<file path="src/logic/cpu_cfg_pkg.sv">
package cpu_cfg_pkg;

    // Datapath and register file geometry
    localparam int RW = 16;
    localparam int REGNO = 8;
    localparam int REGNO_LOG = 3;

    // ALU operation select
    localparam int ALU_MODE_W = 3;
    localparam logic [ALU_MODE_W-1:0] ALU_ADD    = 3'd0;
    localparam logic [ALU_MODE_W-1:0] ALU_SUB    = 3'd1;
    localparam logic [ALU_MODE_W-1:0] ALU_AND    = 3'd2;
    localparam logic [ALU_MODE_W-1:0] ALU_OR     = 3'd3;
    localparam logic [ALU_MODE_W-1:0] ALU_XOR    = 3'd4;
    localparam logic [ALU_MODE_W-1:0] ALU_SHL    = 3'd5;
    localparam logic [ALU_MODE_W-1:0] ALU_SHR    = 3'd6;
    localparam logic [ALU_MODE_W-1:0] ALU_PASS_R = 3'd7;

    // Flag vector layout
    localparam int FLAG_CNT = 5;
    localparam int FLAG_C = 0;
    localparam int FLAG_Z = 1;
    localparam int FLAG_N = 2;
    localparam int FLAG_O = 3;
    // Set when the result holds an even number of ones
    localparam int FLAG_P = 4;

    // Jump condition codes, bit 4 marks a jump
    localparam int JUMP_CODE_W = 5;
    localparam int JUMP_EN_BIT = 4;
    localparam logic [JUMP_CODE_W-1:0] JMP_UNCOND = 5'h10;
    localparam logic [JUMP_CODE_W-1:0] JMP_CARRY  = 5'h11;
    localparam logic [JUMP_CODE_W-1:0] JMP_EQ     = 5'h12;
    localparam logic [JUMP_CODE_W-1:0] JMP_LT     = 5'h13;
    localparam logic [JUMP_CODE_W-1:0] JMP_GT     = 5'h14;
    localparam logic [JUMP_CODE_W-1:0] JMP_LE     = 5'h15;
    localparam logic [JUMP_CODE_W-1:0] JMP_GE     = 5'h16;
    localparam logic [JUMP_CODE_W-1:0] JMP_NE     = 5'h17;
    localparam logic [JUMP_CODE_W-1:0] JMP_OVF    = 5'h18;
    localparam logic [JUMP_CODE_W-1:0] JMP_PAR    = 5'h19;

endpackage

</file>
<file path="src/logic/exec_types_pkg.sv">
package exec_types_pkg;

    // Decoded instruction as delivered by the decode stage
    typedef struct packed {
        logic                                    pc_inc;
        logic                                    pc_load;
        logic                                    r_bus_imm;
        logic [cpu_cfg_pkg::ALU_MODE_W-1:0]      alu_mode;
        logic                                    carry_en;
        logic                                    flags_we;
        logic [cpu_cfg_pkg::REGNO_LOG-1:0]       l_sel;
        logic [cpu_cfg_pkg::REGNO_LOG-1:0]       r_sel;
        logic [cpu_cfg_pkg::REGNO-1:0]           rf_we;
        logic [cpu_cfg_pkg::JUMP_CODE_W-1:0]     jump_code;
        logic                                    mem_access;
        logic                                    mem_we;
        // Bit 0 left operand, bit 1 right operand
        logic [1:0]                              used_ops;
    } exec_ctrl_t;

    // Work handed to the memory/writeback stage
    typedef struct packed {
        logic [cpu_cfg_pkg::RW-1:0]    data;
        logic [cpu_cfg_pkg::RW-1:0]    addr;
        logic [cpu_cfg_pkg::REGNO-1:0] reg_we;
        logic                          mem_access;
        logic                          mem_we;
    } exec_result_t;

    // PC update request, already qualified by execution
    typedef struct packed {
        logic inc;
        logic load;
    } pc_cmd_t;

endpackage

</file>
<file path="src/logic/alu.sv">
`timescale 1ns/100ps

module alu (
    input  logic [cpu_cfg_pkg::RW-1:0]            i_l,
    input  logic [cpu_cfg_pkg::RW-1:0]            i_r,
    input  logic [cpu_cfg_pkg::RW-1:0]            i_imm,
    input  logic                                  i_r_bus_imm,
    input  logic [cpu_cfg_pkg::ALU_MODE_W-1:0]    i_mode,
    input  logic                                  i_carry,
    output logic [cpu_cfg_pkg::RW-1:0]            o_out,
    output logic [cpu_cfg_pkg::FLAG_CNT-1:0]      o_flags
);
    localparam int W = cpu_cfg_pkg::RW;

    logic [W-1:0] r_bus;
    logic [W:0]   wide;
    logic         carry;
    logic         ovf;

    // Right operand comes from the immediate or the register file
    assign r_bus = i_r_bus_imm ? i_imm : i_r;

    always_comb begin
        wide = '0;
        carry = 1'b0;
        ovf = 1'b0;
        case (i_mode)
            cpu_cfg_pkg::ALU_ADD: begin
                wide = {1'b0, i_l} + {1'b0, r_bus} + (W+1)'(i_carry);
                carry = wide[W];
                ovf = (i_l[W-1] == r_bus[W-1]) && (wide[W-1] != i_l[W-1]);
            end
            cpu_cfg_pkg::ALU_SUB: begin
                // Bit W of the difference is the borrow
                wide = {1'b0, i_l} - {1'b0, r_bus} - (W+1)'(i_carry);
                carry = wide[W];
                ovf = (i_l[W-1] != r_bus[W-1]) && (wide[W-1] != i_l[W-1]);
            end
            cpu_cfg_pkg::ALU_AND:    wide = {1'b0, i_l & r_bus};
            cpu_cfg_pkg::ALU_OR:     wide = {1'b0, i_l | r_bus};
            cpu_cfg_pkg::ALU_XOR:    wide = {1'b0, i_l ^ r_bus};
            cpu_cfg_pkg::ALU_SHL: begin
                wide = {1'b0, i_l[W-2:0], 1'b0};
                carry = i_l[W-1];
            end
            cpu_cfg_pkg::ALU_SHR: begin
                wide = {2'b00, i_l[W-1:1]};
                carry = i_l[0];
            end
            cpu_cfg_pkg::ALU_PASS_R: wide = {1'b0, r_bus};
            default:                 wide = '0;
        endcase
    end

    assign o_out = wide[W-1:0];

    assign o_flags[cpu_cfg_pkg::FLAG_C] = carry;
    assign o_flags[cpu_cfg_pkg::FLAG_Z] = (o_out == '0);
    assign o_flags[cpu_cfg_pkg::FLAG_N] = o_out[W-1];
    assign o_flags[cpu_cfg_pkg::FLAG_O] = ovf;
    assign o_flags[cpu_cfg_pkg::FLAG_P] = ~^o_out;

endmodule

</file>
<file path="src/logic/exec_control.sv">
`timescale 1ns/100ps

module exec_control (
    input  logic                                  i_clk,
    input  logic                                  i_rst,
    input  logic                                  i_submit,
    input  logic                                  i_flush,
    input  logic                                  i_next_ready,
    input  logic                                  i_jmp_predict,
    input  exec_types_pkg::exec_ctrl_t            i_ctrl,
    input  logic [cpu_cfg_pkg::FLAG_CNT-1:0]      i_flags_d,
    input  logic [cpu_cfg_pkg::REGNO-1:0]         i_pend_we,
    input  logic                                  i_pend_submit,
    output logic                                  o_ready,
    output logic                                  o_exec_submit,
    output logic                                  o_flush,
    output exec_types_pkg::pc_cmd_t               o_pc_cmd,
    output logic                                  o_carry_in,
    output logic [cpu_cfg_pkg::FLAG_CNT-1:0]      o_flags_q
);
    logic in_valid;
    logic hold_valid;
    logic instr_valid;
    logic raw_hazard;
    logic jump_valid;
    logic jump_taken;

    // Operand reads a register whose result has not left this stage yet
    assign raw_hazard = ((i_ctrl.used_ops[0] & i_pend_we[i_ctrl.l_sel]) |
                         (i_ctrl.used_ops[1] & i_pend_we[i_ctrl.r_sel])) &
                        (i_pend_submit | ~i_next_ready);

    assign in_valid = i_submit & ~i_flush;
    assign instr_valid = in_valid | (hold_valid & ~i_submit & ~i_flush);
    assign o_exec_submit = instr_valid & i_next_ready & ~raw_hazard;
    assign o_ready = o_exec_submit | ~instr_valid;

    // Stalled instruction stays pending until executed or flushed
    always_ff @(posedge i_clk) begin
        if (i_rst) begin
            hold_valid <= 1'b0;
        end else if (i_flush | o_exec_submit) begin
            hold_valid <= 1'b0;
        end else if (in_valid) begin
            hold_valid <= 1'b1;
        end
    end

    always_ff @(posedge i_clk) begin
        if (i_rst) begin
            o_flags_q <= '0;
        end else if (o_exec_submit & i_ctrl.flags_we) begin
            o_flags_q <= i_flags_d;
        end
    end

    assign o_carry_in = o_flags_q[cpu_cfg_pkg::FLAG_C] & i_ctrl.carry_en;

    // Condition evaluated against flags from earlier instructions
    assign jump_valid = i_ctrl.jump_code[cpu_cfg_pkg::JUMP_EN_BIT];

    always_comb begin
        case (i_ctrl.jump_code)
            cpu_cfg_pkg::JMP_UNCOND: jump_taken = 1'b1;
            cpu_cfg_pkg::JMP_CARRY:  jump_taken = o_flags_q[cpu_cfg_pkg::FLAG_C];
            cpu_cfg_pkg::JMP_EQ:     jump_taken = o_flags_q[cpu_cfg_pkg::FLAG_Z];
            cpu_cfg_pkg::JMP_LT:     jump_taken = o_flags_q[cpu_cfg_pkg::FLAG_N];
            cpu_cfg_pkg::JMP_GT:     jump_taken = ~(o_flags_q[cpu_cfg_pkg::FLAG_N] |
                                                    o_flags_q[cpu_cfg_pkg::FLAG_Z]);
            cpu_cfg_pkg::JMP_LE:     jump_taken = o_flags_q[cpu_cfg_pkg::FLAG_N] |
                                                  o_flags_q[cpu_cfg_pkg::FLAG_Z];
            cpu_cfg_pkg::JMP_GE:     jump_taken = ~o_flags_q[cpu_cfg_pkg::FLAG_N];
            cpu_cfg_pkg::JMP_NE:     jump_taken = ~o_flags_q[cpu_cfg_pkg::FLAG_Z];
            cpu_cfg_pkg::JMP_OVF:    jump_taken = o_flags_q[cpu_cfg_pkg::FLAG_O];
            cpu_cfg_pkg::JMP_PAR:    jump_taken = o_flags_q[cpu_cfg_pkg::FLAG_P];
            default:                 jump_taken = 1'b0;
        endcase
    end

    assign o_pc_cmd.inc = (i_ctrl.pc_inc | (jump_valid & ~jump_taken)) & o_exec_submit;
    assign o_pc_cmd.load = (i_ctrl.pc_load | (jump_valid & jump_taken)) & o_exec_submit;

    // Wrong prediction kills the younger stages one cycle later
    always_ff @(posedge i_clk) begin
        if (i_rst) begin
            o_flush <= 1'b0;
        end else begin
            o_flush <= o_exec_submit & jump_valid & (jump_taken ^ i_jmp_predict);
        end
    end

endmodule

</file>
<file path="src/logic/exec_result_reg.sv">
`timescale 1ns/100ps

module exec_result_reg (
    input  logic                             i_clk,
    input  logic                             i_rst,
    input  logic                             i_exec_submit,
    input  exec_types_pkg::exec_ctrl_t       i_ctrl,
    input  logic [cpu_cfg_pkg::RW-1:0]       i_alu,
    input  logic [cpu_cfg_pkg::RW-1:0]       i_r_data,
    output exec_types_pkg::exec_result_t     o_result,
    output logic                             o_submit
);

    // Valid for one cycle per executed instruction
    always_ff @(posedge i_clk) begin
        if (i_rst) begin
            o_submit <= 1'b0;
            o_result <= '0;
        end else begin
            o_submit <= i_exec_submit;
            if (i_exec_submit) begin
                // Stores carry the register value, the ALU gives the address
                o_result.addr <= i_alu;
                o_result.data <= i_ctrl.mem_access ? i_r_data : i_alu;
                o_result.reg_we <= i_ctrl.rf_we;
                o_result.mem_access <= i_ctrl.mem_access;
                o_result.mem_we <= i_ctrl.mem_we;
            end
        end
    end

endmodule

</file>
<file path="src/logic/exec_stage.sv">
`timescale 1ns/100ps

module exec_stage (
    input  logic                                i_clk,
    input  logic                                i_rst,
    input  logic                                i_submit,
    input  logic                                i_flush,
    input  exec_types_pkg::exec_ctrl_t          i_ctrl,
    input  logic [cpu_cfg_pkg::RW-1:0]          i_imm,
    input  logic                                i_jmp_predict,
    input  logic                                i_next_ready,
    input  logic [cpu_cfg_pkg::REGNO-1:0]       i_reg_we,
    input  logic [cpu_cfg_pkg::RW-1:0]          i_reg_data,
    output logic                                o_ready,
    output logic                                o_flush,
    output logic                                o_pc_update,
    output logic [cpu_cfg_pkg::RW-1:0]          o_exec_pc,
    output exec_types_pkg::exec_result_t        o_result,
    output logic                                o_submit,
    output logic [cpu_cfg_pkg::RW-1:0]          o_dbg_r0,
    output logic [cpu_cfg_pkg::RW-1:0]          o_dbg_pc
);
    exec_types_pkg::pc_cmd_t              pc_cmd;
    logic                                 exec_submit;
    logic                                 carry_in;
    logic [cpu_cfg_pkg::FLAG_CNT-1:0]     flags_d;
    logic [cpu_cfg_pkg::RW-1:0]           reg_l;
    logic [cpu_cfg_pkg::RW-1:0]           reg_r;
    logic [cpu_cfg_pkg::RW-1:0]           alu_bus;

    // Fetch sees the PC before this instruction updates it
    assign o_pc_update = exec_submit;
    assign o_dbg_pc = o_exec_pc;

    exec_control i_control (
        .i_clk(i_clk), .i_rst(i_rst), .i_submit(i_submit), .i_flush(i_flush),
        .i_next_ready(i_next_ready), .i_jmp_predict(i_jmp_predict), .i_ctrl(i_ctrl),
        .i_flags_d(flags_d), .i_pend_we(o_result.reg_we), .i_pend_submit(o_submit),
        .o_ready(o_ready), .o_exec_submit(exec_submit), .o_flush(o_flush),
        .o_pc_cmd(pc_cmd), .o_carry_in(carry_in), .o_flags_q()
    );

    reg_file i_reg_file (
        .i_clk(i_clk), .i_rst(i_rst), .i_we(i_reg_we), .i_d(i_reg_data),
        .i_l_sel(i_ctrl.l_sel), .i_r_sel(i_ctrl.r_sel),
        .o_l(reg_l), .o_r(reg_r), .o_r0(o_dbg_r0)
    );

    alu i_alu (
        .i_l(reg_l), .i_r(reg_r), .i_imm(i_imm), .i_r_bus_imm(i_ctrl.r_bus_imm),
        .i_mode(i_ctrl.alu_mode), .i_carry(carry_in), .o_out(alu_bus), .o_flags(flags_d)
    );

    pc_unit i_pc_unit (
        .i_clk(i_clk), .i_rst(i_rst), .i_cmd(pc_cmd), .i_bus(alu_bus), .o_pc(o_exec_pc)
    );

    exec_result_reg i_result_reg (
        .i_clk(i_clk), .i_rst(i_rst), .i_exec_submit(exec_submit), .i_ctrl(i_ctrl),
        .i_alu(alu_bus), .i_r_data(reg_r), .o_result(o_result), .o_submit(o_submit)
    );

endmodule

</file>
<file path="src/logic/pc_unit.sv">
`timescale 1ns/100ps

module pc_unit (
    input  logic                        i_clk,
    input  logic                        i_rst,
    input  exec_types_pkg::pc_cmd_t     i_cmd,
    input  logic [cpu_cfg_pkg::RW-1:0]  i_bus,
    output logic [cpu_cfg_pkg::RW-1:0]  o_pc
);

    // Jump target from the ALU wins over sequential step
    always_ff @(posedge i_clk) begin
        if (i_rst) begin
            o_pc <= '0;
        end else if (i_cmd.load) begin
            o_pc <= i_bus;
        end else if (i_cmd.inc) begin
            o_pc <= o_pc + 1'b1;
        end
    end

endmodule

</file>
<file path="src/logic/reg_file.sv">
`timescale 1ns/100ps

module reg_file (
    input  logic                                 i_clk,
    input  logic                                 i_rst,
    input  logic [cpu_cfg_pkg::REGNO-1:0]        i_we,
    input  logic [cpu_cfg_pkg::RW-1:0]           i_d,
    input  logic [cpu_cfg_pkg::REGNO_LOG-1:0]    i_l_sel,
    input  logic [cpu_cfg_pkg::REGNO_LOG-1:0]    i_r_sel,
    output logic [cpu_cfg_pkg::RW-1:0]           o_l,
    output logic [cpu_cfg_pkg::RW-1:0]           o_r,
    output logic [cpu_cfg_pkg::RW-1:0]           o_r0
);
    logic [cpu_cfg_pkg::RW-1:0] regs [cpu_cfg_pkg::REGNO];

    // One-hot enables, several registers may load the same word
    always_ff @(posedge i_clk) begin
        for (int i = 0; i < cpu_cfg_pkg::REGNO; i++) begin
            if (i_rst) begin
                regs[i] <= '0;
            end else if (i_we[i]) begin
                regs[i] <= i_d;
            end
        end
    end

    // Reads see the old value during a write
    assign o_l = regs[i_l_sel];
    assign o_r = regs[i_r_sel];
    assign o_r0 = regs[0];

endmodule

</file>
<file path="config.mk">
export PLATFORM = sky130hd
export DESIGN_NAME = exec_stage
export DESIGN_NICKNAME = d
export VERILOG_FILES = /design/src/logic/cpu_cfg_pkg.sv /design/src/logic/exec_types_pkg.sv /design/src/logic/alu.sv /design/src/logic/exec_control.sv /design/src/logic/exec_result_reg.sv /design/src/logic/exec_stage.sv /design/src/logic/pc_unit.sv /design/src/logic/reg_file.sv
export SDC_FILE = /design/constraint.sdc
export NUM_CORES = 1
export LEC_CHECK = 0
export BUFFER_PORTS_ARGS = -buffer_cell sky130_fd_sc_hd__buf_2
export CORE_AREA = 2 2 203 205
export DETAILED_ROUTE_END_ITERATION = 8
export DIE_AREA = 0 0 205 207
export MAX_ROUTING_LAYER = met4
export PLACE_DENSITY = 0.54
export SLEW_MARGIN = 30
export SYNTH_ARGS = -nofsm -noshare
export SYNTH_HDL_FRONTEND = slang
export SYNTH_HIERARCHICAL = 1
export SYNTH_SLANG_ARGS = --single-unit
</file>
<file path="constraint.sdc">
create_clock -name i_clk -period 15.1 [get_ports i_clk]
set_clock_uncertainty 0.05 [all_clocks]
set_input_delay 3.02 -clock i_clk [delete_from_list [all_inputs] [get_ports i_clk]]
set_output_delay 3.02 -clock i_clk [all_outputs]
set_load 0.02 [all_outputs]
</file>
==> impl_metrics.csv <==
group,metric,value,unit
placement,placed_cell_area,15010,um^2
drt,avgViaCountPerCell,5.294,
sta,tightest_slew,0.9513,ns
sta,timing.fmax,122.9,MHz
clock_network,clk_pin_slew,0.08,ns
floorplan,core,40370,um^2
yosys,synth_area,13960,um^2
power,swShare,0.3600,
critical_path,crit_required,12.03,ns
cells_and_area,fin_area,15580,um^2
global_routing,grt_pass1_wl,62710,um
clock_network,cts_buffer_depth,2,
power,power_leakage,0.006686,uW
floorplan,rows,74,
drt,dr.pass1.iters,5,
global_routing,grt_pass1_vias,10170,
drt,detail_route.wl_per_cell,21.65,um
power,power,1686,uW
cells_and_area,nets,1518,
cells_and_area,drive_gt1_frac,0.2250,
sta,setup-violations-final,0,
yosys,synth_top_area_frac,0.2753,
sta,min_period_over_period,0.5389,
drt,routed_wl,41370,um
run,drv_cap,0,
placement,place_ws,6.652,ns
yosys,syn_avg_cell_area,11.10,um^2
clock_network,numClockSinks,194,
critical_path,r2r-start,"i_reg_file/regs[0][0]",
yosys,yosys.area.top_type,"edfxtp_1",
yosys,synth-async-reset-ratio,0,
power,peakVddDrop,82.14,uV
critical_path,critical_path_peak_fanout,35,
power,clock_power_share,0.266,
power,pwr-share-comb,0.362,
critical_path,endpoint,"o_pc_update",
placement,portBuffers,170,
sta,slew_headroom,0.3629,
clock_network,ctsResizeCount,0,
critical_path,r2r-end,"i_control/o_flags_q[4]",
yosys,synth-warning-count,6,
sta,hold_viol,0,
drt,antenna_left,0,
critical_path,startpoint,"i_ctrl[20]",
yosys,synth_cells,1258,
floorplan,dieWidth,205,um
drt,dr_total_vias,10120,
placement,gp_congestion,0.9059,
floorplan,fp.dieArea,42440,um^2
yosys,synth_ff_type,"edfxtp_1",
critical_path,worst-r2r-cell-count,19,
yosys,ys_types,75,
drt,drt-initial-drc-count,629,
outcome,status,"completed",
clock_network,cts_root_buf,"clkbuf_16",
clock_network,cts_tree,"done",
global_routing,antenna_found_initial,1,
floorplan,start_util,0.3458,
clock_network,post-cts-setup-buffer-count,0,
sta,setup-tns-final,0,ns
global_routing,grtUsageTotal,0.2019,
global_routing,grt_max_degree,72,
cells_and_area,area_growth,11.57,%
sta,rsz0062_at_grt,"no",
yosys,synthesis.nets,1411,
cells_and_area,utilization,0.3858,
critical_path,criticalPathCategory,"input port to primary output",
clock_network,clock_latency,0.46,ns
clock_network,htree_levels,4,
power,pwr-share-seq,0.372,
sta,timing.final.ws_setup,6.962,ns
cells_and_area,nFillCells,4041,
drt,drc_errors,0,
power,total_switching_power,606.9,uW
sta,post-route-min-period,8.138,ns
floorplan,die_h,207,um
power,power.internal,1079,uW
hold_path,hold_class,"register to register",
sta,slew_violations,0,
critical_path,critPathLaunchType,"input port",
yosys,synth_seq_cells,194,
clock_network,hold_buffers,0,
power,power_density,108.2,nW/um^2
global_routing,grt_overflow,0,
critical_path,end_kind,"primary output",
floorplan,ioPinCount,171,
yosys,synth_edf_count,128,
clock_network,cts_buffers,17,
critical_path,cp.arrival,5.07,ns
yosys,yosysSeqAreaShare,0.3700,
critical_path,r2r_setup_slack,9.83,ns
yosys,yosys-top-cells-area,"edfxtp_1, mux4_1, dfxtp_1, ha_1, and2_1",
placement,hpwl,29790,um
==> cell usage after synthesis (all sizes together), types with 27 or more instances <==
master / instances
xnor2: 31
nand2: 41
clkbuf: 36
edfxtp: 128
ha: 71
and2: 130
a211oi: 27
o21ai: 27
buf: 56
nor2: 92
a21oi: 64
mux4: 70
mux2: 43
dfxtp: 66
mux2i: 69
inv: 83
==> through the flow <==
stage / instances / hold WS, ns
3_3_place_gp: 1878 / 0.4229
3_5_place_dp: 1878 / 0.4292
4_1_cts: 1910 / 0.4408
5_1_grt: 1911 / 0.4588
2_1_floorplan: 1258 / 0.3969
6_report: 1911 / 0.4357
==> logic make-up (layout without fill, tap and decap cells) <==
| group | count (synthesis) | after routing | synth area share |
|---|---|---|---|
| DFF | 194 | 194 | 0.3700 |
| adders and majority gates | 76 | 76 | 0.07080 |
| muxes | 182 | 182 | 0.2121 |
| and+or+nand+nor | 359 | 359 | 0.1423 |
| buffers and inverters | 176 | 296 | 0.06274 |
| xor gates and xnor gates | 49 | 49 | 0.03074 |
| AOI/OAI and AO/OA | 222 | 222 | 0.1113 |
| other | 0 | 1 | 0 |
==> final cells by class <==
type                            instances  area, um^2  area share
Antenna cell                            1       2.502   0.0001607
Clock buffer                           17       425.4     0.02731
Clock inverter                         15       140.1    0.008997
Inverter                               83       311.5     0.02000
Multi-Input combinational cell        888        7930      0.5091
Sequential cell                       194        5165      0.3316
Tap cell                              532       665.6     0.04273
Timing Repair Buffer                  181       935.9     0.06009
==> cells in the final DEF (no fill, tap or decap), types with 4 or more instances in the layout <==
cell type	instances
ha_1	71
nor2_1	92
o221a_2	4
nand4_1	9
a21o_1	12
o31ai_1	4
mux2i_1	69
o22ai_1	5
fa_1	5
edfxtp_1	128
xor2_1	18
a221oi_1	5
nor2b_1	13
nor2b_2	4
nand3_1	10
a22oi_1	8
o21ai_0	25
nor3_1	12
nand2_1	41
mux4_2	14
a21oi_1	64
buf_4	12
a211oi_1	25
buf_2	169
clkbuf_16	17
dfxtp_1	66
o21bai_1	8
xnor2_1	31
inv_1	82
inv_8	4
or2_2	10
inv_6	5
nand2b_1	16
mux4_1	56
nor4_2	4
o21a_1	18
and2_1	130
mux2_2	43
==> worst max-delay path: stages <==
cell and delay [ns]:
buf_2 0.08, buf_4 0.50, mux4_2 0.59, o211ai_2 0.33, nand3_1 0.25, inv_2 0.13
buf_2 0.17
==> sequential cells by signal, summed over array words and instances (netlist names) <==
| register | count |
|---|---|
| i_control/hold_valid | 1 |
| i_control/o_flush | 1 |
| i_result_reg/o_submit | 1 |
| i_reg_file/regs | 128 |
| i_result_reg/o_result | 42 |
| i_control/o_flags_q | 5 |
| i_pc_unit/o_pc | 16 |
==> power by group through the flow <==
stage | combinational, uW | sequential (uW) | clock [uW]
global placement | 605 | 637 | 0
finish | 610 | 627 | 449
global route | 665 | 632 | 482
floorplan | 435 | 645 | 0
detailed placement | 604 | 640 | 0
CTS | 608 | 628 | 460
==> per-layer routing <==
metal  part of all wire  GRT usage  wire, um  up-vias
li1                   -          -         -     4825
met1               0.44     0.2593     18360     4997
met2               0.50     0.3324     20500      249
met3              0.042    0.03052      1750       45
met4              0.018    0.05284       763        0
met5                  0          -         0        -
==> worst min path at each step <==
| stage | start | to | slack, ns | depth (start not counted) |
|---|---|---|---|---|
| 2_1_floorplan | i_control/o_flags_q[4] | i_control/o_flags_q[4] | 0.40 | 2 |
| 3_3_place_gp | i_result_reg/o_result[17] | i_result_reg/o_result[17] | 0.42 | 2 |
| 3_5_place_dp | i_result_reg/o_result[11] | i_result_reg/o_result[11] | 0.43 | 2 |
| 4_1_cts | i_result_reg/o_result[29] | i_result_reg/o_result[29] | 0.44 | 2 |
| 5_1_grt | i_result_reg/o_result[34] | i_result_reg/o_result[34] | 0.46 | 2 |
| 6_report | i_control/o_flags_q[3] | i_control/o_flags_q[3] | 0.44 | 2 |
No activity file was read; power rests on OpenSTA's default activity.
